### config.mk
export PLATFORM = sky130hd
export DESIGN_NAME = cmd_queue
export DESIGN_NICKNAME = d
export VERILOG_FILES = /design/src/design/cmd_queue.sv
export VERILOG_INCLUDE_DIRS = /design/src /design/src/design
export SDC_FILE = /design/constraint.sdc
export NUM_CORES = 1
export LEC_CHECK = 0
export BUFFER_PORTS_ARGS = -buffer_cell sky130_fd_sc_hd__buf_2
export CAP_MARGIN = 10
export CELL_PAD_IN_SITES_DETAIL_PLACEMENT = 0
export CELL_PAD_IN_SITES_GLOBAL_PLACEMENT = 1
export CORE_ASPECT_RATIO = 1.5
export CORE_MARGIN = 5
export CORE_UTILIZATION = 50
export CTS_BUF_LIST = sky130_fd_sc_hd__clkbuf_4
export DETAILED_ROUTE_END_ITERATION = 10
export PLACE_DENSITY = 0.8
export SYNTH_ARGS = -nofsm -noshare
export SYNTH_HDL_FRONTEND = slang
export SYNTH_SLANG_ARGS = --single-unit
### constraint.sdc
create_clock -name clk -period 5.1 [get_ports clk]
set_clock_uncertainty 0.05 [all_clocks]
set_input_delay 1.275 -clock clk [delete_from_list [all_inputs] [get_ports clk]]
set_output_delay 1.275 -clock clk [all_outputs]
set_load 0.01 [all_outputs]
### src/design/draw_params.svh
`ifndef DRAW_PARAMS_SVH
`define DRAW_PARAMS_SVH

// frame geometry.
`define HOR_PIXELS      64
`define VER_PIXELS      48

// one field wide enough for either axis.
`define COORD_BITS      6

`define PIXEL_ADDR_BITS 12  // covers HOR_PIXELS * VER_PIXELS.

`define COLOR_BITS      4
`define RESET_COLOR     15  // white on a 4-bit palette.

// host side command buffering.
`define CMD_QUEUE_DEPTH 8

`endif

### src/design/cmd_queue.sv
`timescale 1ns/10ps
`default_nettype none
`include "draw_params.svh"

module cmd_queue (
    input  logic        clk,
    input  logic        rst_n,
    input  logic        push,
    input  logic        pop,
    input  logic [31:0] push_word,
    output logic [31:0] head_word,
    output logic        empty,
    output logic        full
);

    localparam int DEPTH = `CMD_QUEUE_DEPTH;
    localparam int PTR_W = $clog2(DEPTH);
    localparam int CNT_W = $clog2(DEPTH + 1);

    logic [31:0]      mem [DEPTH];
    logic [PTR_W-1:0] wr_ptr;
    logic [PTR_W-1:0] rd_ptr;
    logic [CNT_W-1:0] count;
    logic             do_push;
    logic             do_pop;

    // wrap by compare, depth need not be a power of two.
    function automatic logic [PTR_W-1:0] next_ptr(input logic [PTR_W-1:0] ptr);
        return (ptr == PTR_W'(DEPTH - 1)) ? '0 : ptr + 1'b1;
    endfunction

    assign empty   = (count == '0);
    assign full    = (count == CNT_W'(DEPTH));
    assign do_push = push && !full;   // writes while full are lost.
    assign do_pop  = pop && !empty;

    assign head_word = mem[rd_ptr];

    always_ff @(posedge clk) begin
        if (do_push) begin
            mem[wr_ptr] <= push_word;
        end
    end

    always_ff @(posedge clk) begin
        if (!rst_n) begin
            wr_ptr <= '0;
            rd_ptr <= '0;
            count  <= '0;
        end else begin
            if (do_push) begin
                wr_ptr <= next_ptr(wr_ptr);
            end
            if (do_pop) begin
                rd_ptr <= next_ptr(rd_ptr);
            end
            case ({do_push, do_pop})
                2'b10:   count <= count + 1'b1;
                2'b01:   count <= count - 1'b1;
                default: ;  // both or neither.
            endcase
        end
    end

endmodule

`default_nettype wire

==> reports/qor.txt <==
Result of the run -> completed
Buffers plus inverters on the worst setup path -> 2
GRT Resource Usage Total -> 16.6%
Number of max-slew violations in the final report -> 0
Timing-limited maximum frequency -> 235 MHz
Post-synthesis average cell area -> 23.3 sq um
Transition time at the pin with the least slew margin -> 1.16 ns
CTS tree -> done
Overall via count from detail_route -> 4847
Top cell type's share of synthesized area -> 73.2%
Initial DRC Count -> 301
P_leak -> 0.00397 uW
Unrepaired setup endpoints after global routing -> no
Nets -> 612
Cell variety after synth -> 35
Number of buffers inserted during clock tree synthesis -> 57
Part of the total power dissipated in sequential elements -> 51.7%
Switching pwr -> 1340 uW
Number of hold buffers added after cts -> 0
Leading area contributor after synthesis -> sky130_fd_sc_hd__edfxtp_1
Total core area -> 0.0209 sq mm
Number of remaining DRC errors -> 0
Crit Path Category -> reg2out
Final hold violation count -> 0
Area occupied by multi-input gates -> 0.00244 sq mm
Final worst setup slack -> 0.850 ns
Share of layout cells above drive strength 1 -> 39.1%
Seq cells post-synth -> 269
IO Port Bufs -> 69
Initial core utilization -> 50.2%
Via count of the first global-routing pass -> 5463
Met2 capacity usage during global routing -> 29.2%
First-pass GRT wire length -> 30500 um
Average wire per standard cell -> 22.0 um
Clock slew at reported path FFs -> 0.07 ns
Synthesis-to-layout area growth -> 13.4%
Die width -> 128 um
Total negative setup slack -> 0 ns
Number of placement rows -> 65
Max capacitance violation total -> 0
Largest voltage drop on the vdd net -> 0.258 mV
Die height -> 187 um
Top cells by area in the synthesized netlist -> sky130_fd_sc_hd__edfxtp_1, sky130_fd_sc_hd__mux4_1, sky130_fd_sc_hd__mux4_2
GR Layer Usage met1 -> 20.4%
Number of warning messages in the yosys log -> 0
Arrival time at the worst endpoint -> 2.92 ns
CP peak stage delay -> 0.88 ns
Count of nets left with antenna violations after detail routing -> 0
Setup violations, final -> 0
Met3 usage -> 3.43%
Total detailed-routing wirelength -> 19200 um
Cells resized by post-CTS repair -> 0
GR peak layer -> met2
Grt ovf -> 0
Design Power -> 5240 uW
Final worst-path cycle share -> 83.3%
Data required time of the worst path -> 3.77 ns
Path type of the worst min-delay path -> reg2reg
Total die area -> 0.0240 sq mm
Critical Path Fanout Max -> 46
Cell area after synthesis -> 0.0105 sq mm
Post-synthesis cell count -> 450
Clock insertion delay at the later pin of the skew report -> 0.60 ns
CP Cell Sequence -> buf_4 -> mux4_1 -> mux2_2 -> buf_2
Number of sinks handled by clock tree synthesis -> 269
CTS HTree Levels -> 2
Number of placed I/O pins -> 70
Switching Share -> 25.5%
Minimum setup slack after placement -> 1.41 ns
Router iterations before antenna repair -> 4
Post-CTS Setup Bufs -> 0
Clock share of power -> 28.6%
Type of element capturing the critical path -> output port
Sequential element share of the synthesized area -> 75.7%
Root Buffer -> sky130_fd_sc_hd__clkbuf_4
Crit path launch type -> flip-flop
Standard cell with the maximum stage delay on the critical path -> sky130_fd_sc_hd__dfxtp_4
Final estimated routing congestion in global placement -> 0.720
Number of buffers between clock root and the deepest sink -> 3
Fillers -> 1517
Pin count of the biggest net entering global routing -> 47
Combinational Power Share -> 19.8%
Detailed-placement wirelength estimate -> 11100 um
Critical path's top delay family -> multiplexers
Mapped Nets -> 493
Initial antenna violation count -> 2
Via density per instance -> 5.55
Area taken by flip-flops and latches -> 0.00795 sq mm
Clock period minus worst slack -> 4.25 ns
Headroom to the max-slew limit -> 21.9%
Internal power consumption -> 3900 uW
Pwr Density -> 440 mW/mm^2
==> area by class of cell <==
class | instances | share of cell area (%)
inverter | 1 | 0.0315
tap | 268 | 2.82
clock inverter | 14 | 0.705
sequential | 269 | 66.9
multi-input combinational | 156 | 20.5
clock buffer | 80 | 5.05
timing repair buffer | 84 | 3.95
antenna | 2 | 0.0421
==> cells in the mapped netlist <==
cell / count
sky130_fd_sc_hd__xnor2_1: 1
sky130_fd_sc_hd__a21boi_1: 1
sky130_fd_sc_hd__mux4_2: 24
sky130_fd_sc_hd__ha_1: 7
sky130_fd_sc_hd__dfxtp_1: 13
sky130_fd_sc_hd__a41oi_1: 1
sky130_fd_sc_hd__mux2_2: 33
sky130_fd_sc_hd__mux2i_1: 3
sky130_fd_sc_hd__buf_6: 7
sky130_fd_sc_hd__buf_4: 1
sky130_fd_sc_hd__a21boi_0: 3
sky130_fd_sc_hd__or3_1: 2
sky130_fd_sc_hd__mux4_1: 40
sky130_fd_sc_hd__inv_1: 1
sky130_fd_sc_hd__o21ai_0: 1
sky130_fd_sc_hd__nand2_1: 7
sky130_fd_sc_hd__nor2b_1: 4
sky130_fd_sc_hd__nand2b_1: 3
sky130_fd_sc_hd__edfxtp_1: 256
sky130_fd_sc_hd__xor2_1: 2
sky130_fd_sc_hd__nor2_1: 3
sky130_fd_sc_hd__o41ai_2: 1
sky130_fd_sc_hd__a21bo_1: 1
sky130_fd_sc_hd__nor4b_1: 1
sky130_fd_sc_hd__nor4_1: 2
sky130_fd_sc_hd__buf_2: 9
sky130_fd_sc_hd__and2_1: 2
sky130_fd_sc_hd__clkbuf_1: 4
sky130_fd_sc_hd__nand3b_1: 1
sky130_fd_sc_hd__nor3_1: 7
sky130_fd_sc_hd__nor3b_1: 1
sky130_fd_sc_hd__o41ai_1: 1
sky130_fd_sc_hd__or3b_1: 1
sky130_fd_sc_hd__buf_1: 3
sky130_fd_sc_hd__a21oi_1: 3
==> power by group through the flow <==
stage               Clock (uW)  Sequential (uW)  Combinational (uW)
finish                    1500             2710                1040
floorplan                    0             2640                 863
global placement             0             2750                1030
detailed placement           0             2760                1050
CTS                       1550             2710                1060
global route              1670             2730                1130
==> tightest hold or removal path: cells and delay by family (launching register included) <==
family           cells  cell delay (ns)
AO/OA/AOI/OAI        1             0.08
flip-flops           1             0.31
AND/OR/NAND/NOR      1             0.05
==> per-layer routing <==
| metal | routed length [um] | vias to the layer above |
|---|---|---|
| met1 | 7400 | 2481 |
| met5 | 13 | - |
| li1 | - | 2210 |
| met3 | 929 | 29 |
| met4 | 322 | 2 |
| met2 | 10600 | 125 |
==> flip-flops by register name (all words and copies together) (netlist names), named ones only <==
| name | count |
|---|---|
| count | 4 |
| wr_ptr | 3 |
| rd_ptr | 3 |
| mem | 256 |
==> per-stage QoR <==
stage               utilization, %  hold slack (ns)  cells  area [sq um]
finish                        56.9            0.434    874         11900
global route                  56.9            0.488    873         11900
CTS                           56.9            0.439    872         11900
detailed placement            53.6            0.430    778         11200
global placement              53.6            0.418    778         11200
floorplan                        -            0.417    450         10500
==> cells by family after synthesis <==
group,synth area share [%]
AOI/OAI and AO/OA,0.894
xor gates and xnor gates,0.250
adders and majority gates,0.834
buffers and inverters,1.54
DFF,75.7
muxes,19.0
and+or+nand+nor,1.78
==> path summary, 6_finish.rpt <==
check	slack, ns	start	endpoint	depth (start not counted)
worst max register to register	2.48	count[1]	count[2]	9
worst max-delay path	0.85	flip-flop	head_word[24]	4
worst min-delay path	0.43	rd_ptr[2]	flip-flop	2
worst min register to register	0.43	rd_ptr[2]	flip-flop	2
==> placed cells by master, fill, tap and decap left out, drive strengths merged, types with 3 or more instances in the layout <==
cell type,count
a21boi,4
mux4,64
mux2,33
nor2,3
ha,7
edfxtp,256
nor3,7
clkbuf,80
dfxtp,13
nor2b,4
clkinv,12
buf,84
nand2,7
a21oi,3
nand2b,3
mux2i,3
No activity file was read; power rests on OpenSTA's default activity.
