--- src/design/draw_params.svh ---
`ifndef DRAW_PARAMS_SVH
`define DRAW_PARAMS_SVH

// frame geometry.
`define HOR_PIXELS      64
`define VER_PIXELS      48

// one field wide enough for either axis.
`define COORD_BITS      6

`define PIXEL_ADDR_BITS 12  // covers HOR_PIXELS * VER_PIXELS.

`define COLOR_BITS      4
`define RESET_COLOR     15  // white on a 4-bit palette.

// host side command buffering.
`define CMD_QUEUE_DEPTH 8

`endif

--- src/design/draw_pkg.sv ---
`default_nettype none
`include "draw_params.svh"

package draw_pkg;

    localparam int COORD_W = `COORD_BITS;
    localparam int COLOR_W = `COLOR_BITS;

    // opcode 3 is unassigned and decodes like a nop.
    typedef enum logic [1:0] {
        OP_NOP   = 2'd0,
        OP_LINE  = 2'd1,
        OP_COLOR = 2'd2
    } draw_op_e;

    // one command word, read as a line or as a color change.
    typedef union packed {
        struct packed {
            draw_op_e                op;
            logic [29-4*COORD_W:0]   pad;
            logic [COORD_W-1:0]      x1;
            logic [COORD_W-1:0]      y1;
            logic [COORD_W-1:0]      x2;
            logic [COORD_W-1:0]      y2;
        } line;
        struct packed {
            draw_op_e                op;
            logic [29-COLOR_W:0]     pad;
            logic [COLOR_W-1:0]      color;
        } color;
    } draw_cmd_u;

endpackage

`default_nettype wire

--- src/design/line_job_if.sv ---
`timescale 1ns/10ps
`default_nettype none

interface line_job_if import draw_pkg::*; ();

    logic               start;  // one cycle, only while ready.
    logic               ready;

    // endpoints and color stay put until ready returns.
    logic [COORD_W-1:0] x1;
    logic [COORD_W-1:0] y1;
    logic [COORD_W-1:0] x2;
    logic [COORD_W-1:0] y2;
    logic [COLOR_W-1:0] color;

    modport sequencer (
        output start, x1, y1, x2, y2, color,
        input  ready
    );

    modport rasterizer (
        input  start, x1, y1, x2, y2, color,
        output ready
    );

endinterface

`default_nettype wire

--- src/design/line_rasterizer.sv ---
`timescale 1ns/10ps
`default_nettype none
`include "draw_params.svh"

module line_rasterizer import draw_pkg::*; (
    input  logic                        clk,
    input  logic                        rst_n,
    line_job_if.rasterizer              job,
    output logic                        write_enable,
    output logic [`PIXEL_ADDR_BITS-1:0] write_addr,
    output logic [`COLOR_BITS-1:0]      write_data
);

    localparam int ADDR_W = `PIXEL_ADDR_BITS;
    localparam int ERR_W  = COORD_W + 1;

    logic               drawing;
    logic [COORD_W-1:0] dx;
    logic [COORD_W-1:0] dy;
    logic               primary_is_x;
    logic [COORD_W-1:0] p_start;
    logic [COORD_W-1:0] p_end;
    logic [COORD_W-1:0] s_start;
    logic [COORD_W-1:0] s_end;
    logic [COORD_W-1:0] p;
    logic [COORD_W-1:0] s;
    logic [ERR_W-1:0]   error;
    logic [ERR_W-1:0]   err_step;
    logic [ERR_W-1:0]   err_limit;
    logic [ERR_W:0]     err_sum;
    logic               s_advance;
    logic [COORD_W-1:0] col;
    logic [COORD_W-1:0] row;

    function automatic logic [COORD_W-1:0] abs_diff(
        input logic [COORD_W-1:0] a,
        input logic [COORD_W-1:0] b
    );
        return (a > b) ? a - b : b - a;
    endfunction

    // one unit toward target, none once there.
    function automatic logic [COORD_W-1:0] step_toward(
        input logic [COORD_W-1:0] value,
        input logic [COORD_W-1:0] target
    );
        if (value < target) begin
            return value + 1'b1;
        end else if (value > target) begin
            return value - 1'b1;
        end
        return value;
    endfunction

    assign dx = abs_diff(job.x1, job.x2);
    assign dy = abs_diff(job.y1, job.y2);

    assign primary_is_x = dx > dy;  // a tie goes to y.

    assign p_start = primary_is_x ? job.x1 : job.y1;
    assign p_end   = primary_is_x ? job.x2 : job.y2;
    assign s_start = primary_is_x ? job.y1 : job.x1;
    assign s_end   = primary_is_x ? job.y2 : job.x2;

    // error runs in units of (secondary delta + 1) against (primary delta + 1).
    assign err_step  = {1'b0, primary_is_x ? dy : dx} + 1'b1;
    assign err_limit = {1'b0, primary_is_x ? dx : dy} + 1'b1;
    assign err_sum   = {1'b0, error} + {1'b0, err_step};
    assign s_advance = err_sum >= {1'b0, err_limit};

    assign job.ready    = !drawing;
    assign write_enable = drawing;

    assign col        = primary_is_x ? p : s;
    assign row        = primary_is_x ? s : p;
    assign write_addr = ADDR_W'(row) * ADDR_W'(`HOR_PIXELS) + ADDR_W'(col);
    assign write_data = job.color;

    always_ff @(posedge clk) begin
        if (!rst_n) begin
            drawing <= 1'b0;
            error   <= '0;
            p       <= '0;
            s       <= '0;
        end else if (!drawing) begin
            if (job.start) begin
                drawing <= 1'b1;
                error   <= '0;
                p       <= p_start;
                s       <= s_start;
            end
        end else begin
            if (p == p_end) begin
                drawing <= 1'b0;  // last pixel goes out this cycle.
            end
            p <= step_toward(p, p_end);
            if (s_advance) begin
                s     <= step_toward(s, s_end);
                error <= ERR_W'(err_sum - {1'b0, err_limit});
            end else begin
                error <= ERR_W'(err_sum);
            end
        end
    end

endmodule

`default_nettype wire

--- src/flat_wrapper.sv ---
// flat-port wrapper written by rule: the top's interface ports become plain ports
module line_rasterizer_flat import draw_pkg::*;
  (clk, rst_n, write_enable, write_addr, write_data, job_start, job_x1, job_y1, job_x2, job_y2, job_color, job_ready);
  line_job_if job_i ();
  input  logic clk;
  input  logic rst_n;
  output logic write_enable;
  output logic [`PIXEL_ADDR_BITS-1:0] write_addr;
  output logic [`COLOR_BITS-1:0] write_data;
  input wire logic [$bits(job_i.start)-1:0] job_start;
  input wire logic [$bits(job_i.x1)-1:0] job_x1;
  input wire logic [$bits(job_i.y1)-1:0] job_y1;
  input wire logic [$bits(job_i.x2)-1:0] job_x2;
  input wire logic [$bits(job_i.y2)-1:0] job_y2;
  input wire logic [$bits(job_i.color)-1:0] job_color;
  output wire logic [$bits(job_i.ready)-1:0] job_ready;
  assign job_i.start = job_start;
  assign job_i.x1 = job_x1;
  assign job_i.y1 = job_y1;
  assign job_i.x2 = job_x2;
  assign job_i.y2 = job_y2;
  assign job_i.color = job_color;
  assign job_ready = job_i.ready;
  line_rasterizer u_core (.clk(clk), .rst_n(rst_n), .job(job_i), .write_enable(write_enable), .write_addr(write_addr), .write_data(write_data));
endmodule
--- config.mk ---
export PLATFORM = sky130hd
export DESIGN_NAME = line_rasterizer_flat
export DESIGN_NICKNAME = d
export VERILOG_FILES = /design/src/design/draw_pkg.sv /design/src/design/line_job_if.sv /design/src/design/line_rasterizer.sv /design/src/flat_wrapper.sv
export VERILOG_INCLUDE_DIRS = /design/src /design/src/design
export SDC_FILE = /design/constraint.sdc
export NUM_CORES = 1
export LEC_CHECK = 0
export BUFFER_PORTS_ARGS = -buffer_cell sky130_fd_sc_hd__buf_2
export CORE_MARGIN = 5
export CORE_UTILIZATION = 40
export DETAILED_ROUTE_END_ITERATION = 6
export PLACE_DENSITY = 0.71
export SLEW_MARGIN = 20
export SYNTH_ARGS = -nofsm -noshare
export SYNTH_HDL_FRONTEND = slang
export SYNTH_SLANG_ARGS = --single-unit
--- constraint.sdc ---
create_clock -name clk -period 13.65 [get_ports clk]
set_clock_uncertainty 0.05 [all_clocks]
set_input_delay 2.73 -clock clk [delete_from_list [all_inputs] [get_ports clk]]
set_output_delay 2.73 -clock clk [all_outputs]
set_load 0.05 [all_outputs]
==> impl_metrics.py <==
metrics = {
    "run_status": {
        "run_status": "finished clean",
    },
    "route": {
        "routed-wl-met3_um": 272,
        "first_pass_iters": 4,
        "drt_wl_total_um": 9670,
        "vias_per_cell": 5.34,
        "num_vias": 3439,
        "post_drt_wl_per_cell_um": 15.0,
        "met1_length_um": 4590,
        "wl_met2_um": 4720,
        "drt_iter0_markers": 133,
        "maxUsedRoutingLayer": "met4",
        "antenna_left": 0,
        "drc_errors": 0,
    },
    "timing": {
        "period_minus_slack_ns": 9.71,
        "setup_viol": 0,
        "slew_viol_final": 0,
        "grt_setup_unrepaired": "false",
        "max_freq_ghz": 0.103,
        "min_period_over_period": 0.711,
        "tightest_slew_ns": 0.939,
        "setup_tns_ns": 0,
        "max_slew_margin": 0.367,
        "final_hold_viol_count": 0,
    },
    "clock_network": {
        "htreeDepth": 1,
        "hold_buffers": 0,
        "clk_latency_ns": 0.27,
        "cts_buffers": 3,
        "clkTransAtPathRegs_ns": 0.07,
        "cts.sinks": 20,
        "cts_resized": 0,
        "cts_buffer_depth": 2,
        "root_buffer": "clkbuf_8",
        "cts_setup_buffers": 0,
        "cts_tree": "yes",
    },
    "worst_hold_path": {
        "hold_start": "u_core.error[0]$_SDFFE_PN0P_",
        "hold_depth": 2,
        "hp-class": "flop to flop",
        "min_to": "u_core.error[0]$_SDFFE_PN0P_",
    },
    "worst_setup_path": {
        "crit_type": "input pin to output port",
        "cp_max_fo": 54,
        "cp_cell_sequence": "buf_2 -> inv_1 -> ha_1 -> inv_1 -> fa_1 -> a211oi_1 -> o21ai_2 -> nand2b_4 -> mux2i_1 -> xor2_1 -> inv_2 -> ha_1 -> and4_1 -> a21oi_1 -> a32oi_4 -> buf_4 -> mux2_2 -> buf_2",
        "startpoint_type": "input pin",
        "cpMaxStageDelayCell": "buf_4",
        "end_kind": "output port",
        "slowest_delay_ns": 0.61,
        "r2r_end": "u_core.s[5]$_SDFFE_PN0P_",
        "rr_worst_depth": 13,
        "critPathRequiredTime_ns": 10.87,
        "worstPathArrival_ns": 6.93,
        "r2r_start": "u_core.s[3]$_SDFFE_PN0P_",
        "r2r_slack_ns": 10.25,
    },
    "power_and_ir_drop": {
        "leakage_uw": 0.00214,
        "power_uw": 1070,
        "ir_drop_mv": 0.125,
        "powerDensity_nw_per_um2": 255,
    },
    "synthesis": {
        "synth_most_common_cell": "ha_1",
        "async_flop_share": 0,
        "syn_nets": 588,
        "synth_top_area_share": 0.202,
        "yosysTopAreaCell": "ha_1",
        "ys.flop_type": "dfxtp_1",
        "syn_area_um2": 3890,
        "yosys-top-cells-count": "ha_1 (63), inv_1 (53), mux2i_1 (47)",
        "syn_avg_cell_area_um2": 8.01,
        "netlist_instances": 486,
        "synth_edf_count": 0,
        "yosys-top-cells-area": "ha_1 (20%), mux2i_1 (12%), dfxtp_1 (10%)",
        "yosysSeqAreaShare": 0.103,
        "ys_types": 59,
        "synth-seq-cells": 20,
        "yosysWarnings": 0,
    },
    "finish": {
        "fin_cells": 644,
        "antenna_cells": 0,
        "drive_above_1_share": 0.141,
        "area_growth_pct": 7.55,
        "fin_util": 0.435,
        "layout.nets": 615,
    },
    "floorplan": {
        "row_count": 36,
        "fp.coreArea_um2": 9640,
        "die_x_um": 109,
        "die_area_um2": 11800,
        "ioPinCount": 49,
        "initial_core_util": 0.404,
        "fp.dieH_um": 109,
    },
    "global_routing": {
        "grt_max_degree": 55,
        "grt_pass1_wl_um": 15900,
        "overflow": 0,
        "grt_pass1_vias": 3381,
        "antenna_found_initial": 0,
        "grtUsageTotal": 0.167,
    },
    "placement": {
        "port_buffers": 40,
        "gp_congestion": 0.905,
        "dp_cells": 641,
        "place_hpwl_um": 8030,
    },
    "flow_run": {
        "maxCapViolCount": 0,
    },
}
-- per-layer routing --
layer  global-route usage  vias up
met5                    0        -
met2                0.290       59
met1                0.224     1625
met3               0.0172        6
met4               0.0334        0
li1                     -     1749
-- power by group --
| part | leakage [uW] | switching (uW) | internal, uW | total [uW] |
|---|---|---|---|---|
| Combinational | 0.00196 | 523 | 401 | 924 |
| Sequential | 0.000165 | 26.3 | 76.8 | 103 |
| Clock | 0.0000216 | 21.1 | 19.7 | 40.8 |
-- logic make-up (layout without fill, tap and decap cells) --
kind of cell    count (synthesis)  in the layout  synth area share
compound gates                126            126             0.208
mux                            59             59             0.155
simple gates                  109            109             0.140
xor+xnor                       28             28            0.0665
buf+inv                        73             98            0.0832
flops                          20             20             0.103
fa+ha+maj                      71             71             0.243
-- placed cells by master (no fill, tap or decap), types with 2 or more instances in the layout --
master and count:
a21o_1 17, nand3_1 5, a21boi_0 6, inv_1 53, dfxtp_1 20, o21ai_0 40, a211oi_1 3, a31oi_1 4
a21oi_1 29, o21ai_1 3, xnor2_1 15, clkbuf_8 3, a32oi_1 2, a21oi_2 2, o21bai_1 4, o211ai_1 2
nand2b_1 2, xor2_1 12, mux2_2 12, mux2i_1 47, ha_1 63, nand4_1 6, buf_2 40, and3_1 2
nor2b_1 17, nand2_1 37, fa_1 8, nor3b_1 3, nor3_1 3, nor2_1 24
-- layout make-up --
class,instances,area (um^2)
repair buffers,41,208
well taps,133,166
flip-flops and latches,20,400
multi-input cells,393,3170
clock buffers,3,41.3
fillers,997,5450
inverters,54,203
-- sequential cells by signal, summed over array words and instances (netlist names) --
name / count
u_core.s: 6
u_core.p: 6
u_core.write_enable: 1
u_core.error: 7
-- critical path: cells and delay by family --
kind,cells,cell delay [ns]
AO/OA/AOI/OAI,4,0.86
XOR/XNOR,1,0.28
adder cells (fa/ha/maj),3,0.86
buffers and inverters,6,1.16
multiplexers,2,0.64
AND/OR/NAND/NOR,2,0.37
-- stage by stage --
| step | area, um^2 | setup slack (ns) | hold slack [ns] |
|---|---|---|---|
| detailed placement | 4150 | 3.92 | 0.415 |
| finish | 4190 | 3.94 | 0.425 |
| global placement | 4150 | 4.08 | 0.387 |
| floorplan | 3890 | 4.24 | 0.375 |
| CTS | 4190 | 3.93 | 0.426 |
| global route | 4190 | 3.61 | 0.452 |
-- worst max path at each step --
stage | slack (ns) | endpoint | cells after the start | start
finish | 3.94 | write_addr[4] | 18 | job_x1[0]
global route | 3.61 | write_addr[4] | 18 | job_x1[0]
CTS | 3.93 | write_addr[4] | 18 | job_x1[0]
detailed placement | 3.92 | write_addr[4] | 18 | job_x1[0]
global placement | 4.08 | write_addr[4] | 18 | job_x1[0]
floorplan | 4.24 | write_addr[0] | 17 | job_x1[0]
No activity file was read; power rests on OpenSTA's default activity.
