## config.mk

```make
export PLATFORM = sky130hd
export DESIGN_NAME = cmd_sequencer_flat
export DESIGN_NICKNAME = d
export VERILOG_FILES = /design/src/design/draw_pkg.sv /design/src/design/line_job_if.sv /design/src/design/cmd_sequencer.sv /design/src/flat_wrapper.sv
export VERILOG_INCLUDE_DIRS = /design/src /design/src/design
export SDC_FILE = /design/constraint.sdc
export NUM_CORES = 1
export LEC_CHECK = 0
export BUFFER_PORTS_ARGS = -buffer_cell sky130_fd_sc_hd__buf_2
export CAP_MARGIN = 15
export CORE_ASPECT_RATIO = 0.7
export CORE_UTILIZATION = 32
export DETAILED_ROUTE_END_ITERATION = 6
export HOLD_SLACK_MARGIN = 0.08
export SYNTH_ARGS = -nofsm -noshare
export SYNTH_HDL_FRONTEND = slang
export SYNTH_SLANG_ARGS = --single-unit
export TNS_END_PERCENT = 100
```

## constraint.sdc

```tcl
create_clock -name clk -period 3.37 [get_ports clk]
set_input_delay 0.337 -clock clk [delete_from_list [all_inputs] [get_ports clk]]
set_output_delay 0.337 -clock clk [all_outputs]
set_load 0.02 [all_outputs]
```

## src/design/draw_params.svh

```systemverilog
`ifndef DRAW_PARAMS_SVH
`define DRAW_PARAMS_SVH

// frame geometry.
`define HOR_PIXELS      64
`define VER_PIXELS      48

// one field wide enough for either axis.
`define COORD_BITS      6

`define PIXEL_ADDR_BITS 12  // covers HOR_PIXELS * VER_PIXELS.

`define COLOR_BITS      4
`define RESET_COLOR     15  // white on a 4-bit palette.

// host side command buffering.
`define CMD_QUEUE_DEPTH 8

`endif

```

## src/design/draw_pkg.sv

```systemverilog
`default_nettype none
`include "draw_params.svh"

package draw_pkg;

    localparam int COORD_W = `COORD_BITS;
    localparam int COLOR_W = `COLOR_BITS;

    // opcode 3 is unassigned and decodes like a nop.
    typedef enum logic [1:0] {
        OP_NOP   = 2'd0,
        OP_LINE  = 2'd1,
        OP_COLOR = 2'd2
    } draw_op_e;

    // one command word, read as a line or as a color change.
    typedef union packed {
        struct packed {
            draw_op_e                op;
            logic [29-4*COORD_W:0]   pad;
            logic [COORD_W-1:0]      x1;
            logic [COORD_W-1:0]      y1;
            logic [COORD_W-1:0]      x2;
            logic [COORD_W-1:0]      y2;
        } line;
        struct packed {
            draw_op_e                op;
            logic [29-COLOR_W:0]     pad;
            logic [COLOR_W-1:0]      color;
        } color;
    } draw_cmd_u;

endpackage

`default_nettype wire

```

## src/design/line_job_if.sv

```systemverilog
`timescale 1ns/10ps
`default_nettype none

interface line_job_if import draw_pkg::*; ();

    logic               start;  // one cycle, only while ready.
    logic               ready;

    // endpoints and color stay put until ready returns.
    logic [COORD_W-1:0] x1;
    logic [COORD_W-1:0] y1;
    logic [COORD_W-1:0] x2;
    logic [COORD_W-1:0] y2;
    logic [COLOR_W-1:0] color;

    modport sequencer (
        output start, x1, y1, x2, y2, color,
        input  ready
    );

    modport rasterizer (
        input  start, x1, y1, x2, y2, color,
        output ready
    );

endinterface

`default_nettype wire

```

## src/design/cmd_sequencer.sv

```systemverilog
`timescale 1ns/10ps
`default_nettype none
`include "draw_params.svh"

module cmd_sequencer import draw_pkg::*; (
    input  logic          clk,
    input  logic          rst_n,
    input  draw_cmd_u     head_word,
    input  logic          empty,
    output logic          pop,
    output logic          active,
    line_job_if.sequencer job
);

    logic [COLOR_W-1:0] cur_color;
    logic               take_line;
    logic               take_color;

    // the rasterizer still shows ready during the start cycle, so hold off then.
    assign pop = !empty && job.ready && !job.start;

    assign take_line  = pop && (head_word.line.op == OP_LINE);
    assign take_color = pop && (head_word.color.op == OP_COLOR);

    // a popped line waiting for the rasterizer to pick it up.
    assign active = job.start;

    always_ff @(posedge clk) begin
        if (!rst_n) begin
            job.start <= 1'b0;
            cur_color <= COLOR_W'(`RESET_COLOR);
        end else begin
            job.start <= take_line;
            if (take_color) begin
                cur_color <= head_word.color.color;
            end
        end
    end

    // job payload, only touched when a line is accepted.
    always_ff @(posedge clk) begin
        if (take_line) begin
            job.x1    <= head_word.line.x1;
            job.y1    <= head_word.line.y1;
            job.x2    <= head_word.line.x2;
            job.y2    <= head_word.line.y2;
            job.color <= cur_color;  // color in force at pop time.
        end
    end

endmodule

`default_nettype wire

```

## src/flat_wrapper.sv

```systemverilog
// flat-port wrapper written by rule: the top's interface ports become plain ports
module cmd_sequencer_flat import draw_pkg::*;
  (clk, rst_n, head_word, empty, pop, active, job_start, job_x1, job_y1, job_x2, job_y2, job_color, job_ready);
  line_job_if job_i ();
  input  logic clk;
  input  logic rst_n;
  input  draw_cmd_u head_word;
  input  logic empty;
  output logic pop;
  output logic active;
  output wire logic [$bits(job_i.start)-1:0] job_start;
  output wire logic [$bits(job_i.x1)-1:0] job_x1;
  output wire logic [$bits(job_i.y1)-1:0] job_y1;
  output wire logic [$bits(job_i.x2)-1:0] job_x2;
  output wire logic [$bits(job_i.y2)-1:0] job_y2;
  output wire logic [$bits(job_i.color)-1:0] job_color;
  input wire logic [$bits(job_i.ready)-1:0] job_ready;
  assign job_start = job_i.start;
  assign job_x1 = job_i.x1;
  assign job_y1 = job_i.y1;
  assign job_x2 = job_i.x2;
  assign job_y2 = job_i.y2;
  assign job_color = job_i.color;
  assign job_i.ready = job_ready;
  cmd_sequencer u_core (.clk(clk), .rst_n(rst_n), .head_word(head_word), .empty(empty), .pop(pop), .active(active), .job(job_i));
endmodule
```

==> flow_summary.ini, run 1 <==
[logic_synthesis]
synth_compound_area_frac = 0.0513
synth_commonest_cells = edfxtp_1, dfxtp_1, inv_1, o21ai_0, o311ai_1
ys_warn_count = 0
ys_seq_elements = 33
synth_cell_types = 11
synthFlopType = edfxtp_1
synth_top_area_frac = 0.783
synth_cells = 52
synth_seq_area_share = 0.876
yosys.area_share.xor_xnor = 0
synthSimpleGateAreaFrac = 0.0373
synth_area_per_cell_sq_um = 20.6
synthTopCellsByArea = edfxtp_1, dfxtp_1, o311ai_1, o21ai_0, inv_1
synthesis.nets = 88
synth_edf_count = 28
synth_fa_ha_area_frac = 0
synthArstFlopShare = 0
synth.cell_area_sq_mm = 0.00107
synthMostInstantiatedCell = edfxtp_1
synth_top_area_cell = edfxtp_1
synthMuxAreaShare = 0
synth_top_family_by_area = compound AO/OA/AOI/OAI gates

[layout]
design_area_sq_mm = 0.00149
n_fill_cell = 295
layout-drive-gt1-share = 0.568
fin_nets = 154
num_antenna_cells = 0
area_growth_pct = 38.5

[timing]
tightest_slew_ps = 334
clock-skew-final_ps = 3.61
hold_viol = 0
max_slew_margin = 0.778
final.setup.tns_ps = 0
holdWs_ps = 232
period_needed_ps = 1840
fmax_mhz = 542
rsz0062_at_grt = false
setup_viol = 0
finalCritPeriodShare = 0.547
slew_violations = 0

[clock_network]
cts_max_level = 2
numClockSinks = 33
root_buffer = clkbuf_8
postCtsSetupBuffers = 0
cts_buffer_depth = 2
holdBufCountCts = 0
cts_tree = yes
cts_resized = 0
clk_latency_ps = 280
numCtsBuffers = 5
clk_pin_slew_ps = 60

[status]
status = finished with violations
failed_checks = design-rule violations

[floorplan]
initial_core_util = 0.339
fp.coreArea_sq_mm = 0.00317
die_w_um = 71.2
die_area_sq_mm = 0.00359
ios = 67
rows = 17
die_h_um = 50.5

[worst_setup_path]
critPathKind = reg2reg
path_depth = 3
slowest_delay_ps = 530
crit_chain = or3b_1, nor3b_4, buf_4
cp.required_ps = 3320
worst-path-buf-inv = 1
r2r_cells = 3
cp-end-kind = flip-flop
cp-start-kind = flip-flop
cp.arrival_ps = 1790
crit_family = simple AND/OR/NAND/NOR gates
worstPathMaxFanout = 26
crit_slowest_cell = or3b_1

[power_and_ir_drop]
power.total_mw = 0.763
max-vdd-ir-drop_uv = 226
leakage_nw = 0.627
p_per_area_mw_per_mm2 = 513

[worst_hold_path]
min_path_type = in2reg
hold_depth = 1

[placement]
gp_congestion = 0.635
io_buffers = 60
dp_hpwl_um = 1430
place_area_sq_mm = 0.00141

[global_routing]
antenna_found_initial = 0
grt_pass1_wl_um = 2790
grt_overflow_total = 0
grt_pass1_vias = 637
grt_max_degree = 27
grt_usage = 0.116

[drt]
drtIter0Drc = 55
first_pass_iters = 6
drcViolationCount = 6
detail_route.vias_per_cell = 4.49
wl_per_cell_um = 12.5
routed-via-count = 701
ant_nets = 0
wirelength_um = 1950

[flow_run]
max_cap_viol_count = 0
-- worst register-to-register path: cells and delay by family, from the launching register on --
family / cells / cell delay, ps
buf+inv: 1 / 370
flops: 1 / 320
simple gates: 2 / 820
-- path summary, 6_finish.rpt --
path / start / to / slack (ps)
worst max-delay path: u_core.active / u_core.job.x2[2] / 1530
worst min-delay path: head_word[23] / u_core.job.x1[5] / 230
worst max register to register: u_core.active / u_core.job.x2[2] / 1530
worst min register to register: u_core.cur_color[3] / u_core.job.color[3] / 430
-- flip-flops by register name (all words and copies together), names as in the netlist --
signal,count
u_core.job.x1,6
u_core.job.y2,6
u_core.job.y1,6
u_core.job.x2,6
u_core.job.color,4
u_core.active,1
u_core.cur_color,4
-- cells in the final DEF, fill, tap and decap left out --
cell      count
edfxtp_1     28
dfxtp_1       5
clkinv_1      1
or3b_1        1
inv_1         5
buf_2        60
clkbuf_8      5
o311ai_1      4
nor3b_4       1
buf_4         1
o21ai_0       4
and2_1        1
nand2b_1      1
clkbuf_1      1
-- where the power goes --
group	total [mW]	internal, mW	switching, mW
Clock	0.265	0.139	0.126
Combinational	0.0444	0.0197	0.0247
Sequential	0.454	0.451	0.00215
Total	0.763	0.610	0.153
-- metrics by stage --
| stage | util | instances | setup WS (ps) |
|---|---|---|---|
| floorplan | - | 52 | 1270 |
| global placement | 0.445 | 149 | 1440 |
| detailed placement | 0.445 | 149 | 1410 |
| CTS | 0.469 | 156 | 1510 |
| global route | 0.469 | 156 | 1430 |
| finish | 0.469 | 156 | 1530 |
-- cell type report --
class | instances | area (sq um) | area share
inverter | 5 | 18.8 | 0.0126
clock inverter | 1 | 3.75 | 0.00253
sequential | 33 | 941 | 0.633
timing repair buffer | 61 | 308 | 0.207
multi-input combinational | 12 | 95.1 | 0.0640
tap | 38 | 47.5 | 0.0320
clock buffer | 6 | 72.6 | 0.0488
-- cell families (layout without fill, tap and decap cells) --
logic type / count (synthesis) / in the layout
AOI/OAI and AO/OA: 8 / 8
and+or+nand+nor: 4 / 4
DFF: 33 / 33
buffers and inverters: 7 / 73
-- routing by layer --
metal,track usage,vias up,part of all wire,wire [um]
li1,-,327,-,-
met3,0.0964,3,0.14,269
met1,0.112,325,0.38,744
met2,0.184,46,0.47,920
met5,0,-,0,0
met4,0.0400,0,0.0077,15
(Power assumes the default switching activity.)
==> run 2: changes to the inputs <==
==> constraint.sdc (replaced) <==
create_clock -name clk -period 1.8 [get_ports clk]
set_input_delay 0.18 -clock clk [delete_from_list [all_inputs] [get_ports clk]]
set_output_delay 0.18 -clock clk [all_outputs]
set_load 0.02 [all_outputs]
==> run 2 against run 1 <==
The run still ends with design-rule violations left; critical path depth rose by 1; cell count grew 15%; global-route usage fell by 0.33 points; critical path type is now reg2out.
==> flow_summary.ini, run 2 (same netlist as run 1, synthesis figures left out) <==
[timing]
period_needed_ps = 1570
setup_viol = 0
rsz0062_at_grt = false
slew_violations = 0
max_slew_margin = 0.840
tightest_slew_ps = 236
fmax_mhz = 637
clock-skew-final_ps = 4.59
finalCritPeriodShare = 0.873
hold_viol = 0

[global_routing]
grt_max_degree = 16
grt_usage = 0.113
grt_pass1_vias = 672
grt_pass1_wl_um = 2820
antenna_found_initial = 0
grt_overflow_total = 0

[drt]
routed-via-count = 766
drtIter0Drc = 43
met2_length_um = 926
wl_per_cell_um = 10.6
first_pass_iters = 7
wirelength_um = 1910
met1Wirelength_um = 757
detail_route.vias_per_cell = 4.26
ant_nets = 0
drcViolationCount = 3
top_layer = met4
wl_met3_um = 208

[placement]
place_area_sq_mm = 0.00143
gp_congestion = 0.648
placed_cells = 151
io_buffers = 60

[status]
failed_checks = design-rule violations
status = finished with violations

[layout]
area_growth_pct = 61.0
mostFrequentLayoutCell = buf_2
layout-drive-gt1-share = 0.507
finalNonFillerCells = 180
design_area_sq_mm = 0.00173
num_antenna_cells = 0
fin_nets = 177
layout_common_cells = buf_2, edfxtp_1, dlygate4sd3_1

[worst_setup_path]
worstPathMaxFanout = 9
slowest_delay_ps = 400
crit_slowest_cell = or3b_1
cp.required_ps = 1620
crit_family = simple AND/OR/NAND/NOR gates
cp.arrival_ps = 1390
cp-start-kind = flip-flop
worst-path-buf-inv = 3
cp-end-kind = primary output
crit_chain = or3b_1, buf_4, inv_1, buf_2
critPathKind = reg2out

[worst_hold_path]
min_path_type = in2reg

[power_and_ir_drop]
max-vdd-ir-drop_uv = 450
leakage_nw = 0.735
p_per_area_mw_per_mm2 = 876

[floorplan]
rows = 17
die_area_sq_mm = 0.00359
initial_core_util = 0.339
die_w_um = 71.2
die_h_um = 50.5
fp.coreArea_sq_mm = 0.00317
ios = 67

[clock_network]
numClockSinks = 33
clk_pin_slew_ps = 60
cts_max_level = 2
cts_buffer_depth = 2
numCtsBuffers = 5
clk_latency_ps = 280
postCtsSetupBuffers = 0
cts_tree = yes
root_buffer = clkbuf_8

[flow_run]
max_cap_viol_count = 0
## run 2: routing by layer
layer | vias to the layer above | global-route usage
li1 | 375 | -
met1 | 346 | 0.129
met3 | 2 | 0.0562
met4 | 0 | 0.0600
met5 | - | 0
met2 | 43 | 0.175
## run 2: worst paths after layout
path	from	to	slack (ps)	cells after the start
max	u_core.active	pop	230	4
min	head_word[0]	u_core.job.y2[0]	90	1
max reg2reg	u_core.active	u_core.job.y2[5]	310	3
min reg2reg	u_core.cur_color[0]	u_core.job.color[0]	430	0
## run 2: power breakdown
group / switching [mW] / internal [mW]
Combinational: 0.0518 / 0.0686
Clock: 0.243 / 0.302
Sequential: 0.00373 / 0.845
## run 2: repair_timing
action | 4_1_cts | 5_1_grt
hold buffers | 17 | 4
gates resized for setup | 0 | 0
endpoints found under the hold margin | 17 | 4
endpoints found under the setup margin | 0 | 0
## run 2: final cells by class
cell class,instances,area (sq um)
Fill cell,262,1440
Sequential cell,33,942
Timing Repair Buffer,84,533
Multi-Input combinational cell,12,95.1
Clock buffer,6,82.6
Tap cell,38,47.5
Inverter,5,18.8
Clock inverter,2,8.76
## run 2: through the flow
step                hold slack [ps]   util  setup WS (ps)  setup TNS, ps  power [mW]
floorplan                       258      -           -264          -7560       0.903
global placement                357  0.450            310              0       0.949
detailed placement              358  0.450            302              0       0.952
CTS                            81.1  0.533            216              0        1.53
global route                   86.2  0.545            169              0        1.58
finish                         91.3  0.545            229              0        1.51
==> run 3: changes to the inputs <==
==> constraint.sdc (replaced) <==
create_clock -name clk -period 1.8 [get_ports clk]
set_input_delay 0.36 -clock clk [delete_from_list [all_inputs] [get_ports clk]]
set_output_delay 0.36 -clock clk [all_outputs]
set_load 0.02 [all_outputs]
==> run 3 against run 2 <==
Combinational power fell by 26%; clock skew fell by 3.4 ps; the run still ends with design-rule violations left; wire length fell by 2.0%; non-clock buffer count fell by 21; via count fell by 10%; core utilization fell by 6.4 points; first-iteration DRC count fell by 16%; global-route usage rose by 0.22 points.
==> flow_summary.ini, run 3 (same netlist as run 1, synthesis figures left out) <==
[status]
status = finished with violations
failed_checks = design-rule violations

[timing]
rsz0062_at_grt = false
final.setup.tns_ps = 0
tightest_slew_ps = 266
clock-skew-final_ps = 1.23
period_needed_ps = 1740
max_slew_margin = 0.823
hold_viol = 0
setup_viol = 0
finalCritPeriodShare = 0.964
slew_violations = 0
fmax_mhz = 576

[layout]
fin_nets = 156
layout_common_cells = buf_2, edfxtp_1, inv_1, clkbuf_8
design_area_sq_mm = 0.00152
mostFrequentLayoutCell = buf_2
layout-drive-gt1-share = 0.603
finalNonFillerCells = 159
num_antenna_cells = 0
post-route-util = 0.481
area_growth_pct = 42.0

[floorplan]
initial_core_util = 0.339
die_h_um = 50.5
ios = 67
fp.coreArea_sq_mm = 0.00317
rows = 17
die_w_um = 71.2
die_area_sq_mm = 0.00359

[worst_setup_path]
cp-start-kind = flip-flop
rrSetupSlack_ps = 290
cp.required_ps = 1440
cp-end-kind = primary output
worstPathMaxFanout = 9
r2r_cells = 3
r2r_start = u_core.active
r2r_end = u_core.job.y1[3]
critPathKind = reg2out
cp.arrival_ps = 1380

[placement]
placed_cells = 151
gp_congestion = 0.656
dp_hpwl_um = 1350
place_area_sq_mm = 0.00144
io_buffers = 60

[global_routing]
grt_max_degree = 27
grt_usage = 0.115
antenna_found_initial = 0
grt_pass1_vias = 654
grt_overflow_total = 0
grt_pass1_wl_um = 2900

[worst_hold_path]
worstHoldStart = head_word[18]
holdPathEnd = u_core.job.x1[0]
hold_depth = 1
min_path_type = in2reg

[drt]
routed-via-count = 689
first_pass_iters = 6
drtIter0Drc = 36
wl_per_cell_um = 11.8
drcViolationCount = 7
ant_nets = 0
wirelength_um = 1870
detail_route.vias_per_cell = 4.33

[clock_network]
root_buffer = clkbuf_8
postCtsSetupBuffers = 0
numCtsBuffers = 5
cts_max_level = 2
clk_pin_slew_ps = 60
cts_buffer_depth = 2
clk_latency_ps = 280
numClockSinks = 33
cts_tree = yes

[power_and_ir_drop]
p_per_area_mw_per_mm2 = 950
max-vdd-ir-drop_uv = 501
leakage_nw = 0.647

[flow_run]
max_cap_viol_count = 0
[run 3: cell types whose count changed in the layout (fill, tap and decap cells not counted), sizes merged]
cell | before | now
dlygate4sd3 | 21 | 0
[run 3: report_power, final]
| group | internal [mW] | leakage, nW | switching [mW] |
|---|---|---|---|
| logic | 0.0415 | 0.311 | 0.0474 |
| clock network | 0.267 | 0.0450 | 0.243 |
| registers | 0.845 | 0.292 | 0.00366 |
| total | 1.15 | 0.647 | 0.294 |
[run 3: metrics by stage]
step	worst slack (ps)	total power, mW	hold WS, ps
5_1_grt	25.1	1.51	239
6_report	64.8	1.45	255
2_1_floorplan	-287	0.903	402
3_5_place_dp	140	0.953	416
3_3_place_gp	150	0.950	415
4_1_cts	20.5	1.47	243
[run 3: routing by layer]
metal | global-route usage | vias up | part of all wire
met3 | 0.0703 | 3 | 0.14
met1 | 0.112 | 307 | 0.37
li1 | - | 332 | -
met2 | 0.192 | 47 | 0.47
met5 | 0 | - | 0
met4 | 0.0600 | 0 | 0.014
[run 3: worst max path at each step]
stage	slack [ps]	startpoint	end
6_report	60	u_core.active	pop
5_1_grt	30	u_core.active	pop
4_1_cts	20	u_core.active	pop
3_5_place_dp	140	empty	u_core.job.y1[0]
3_3_place_gp	150	empty	u_core.job.y1[3]
2_1_floorplan	-290	u_core.active	u_core.job.color[0]
[run 3: cell type report]
class | instances | area [sq um]
Clock buffer | 6 | 72.6
Clock inverter | 2 | 10.0
Fill cell | 293 | 1650
Inverter | 5 | 18.8
Multi-Input combinational cell | 12 | 97.6
Sequential cell | 33 | 942
Tap cell | 38 | 47.5
Timing Repair Buffer | 63 | 335
[run 3: worst max-delay path: stages (launching register included)]
cell and delay, ps:
dfxtp_2 320, or3b_4 410, buf_4 180, inv_1 50, buf_2 150
[run 3: repair_timing]
action,CTS,global route
setup endpoints to repair,0,1
hold buffers,0,0
resized for setup,0,1
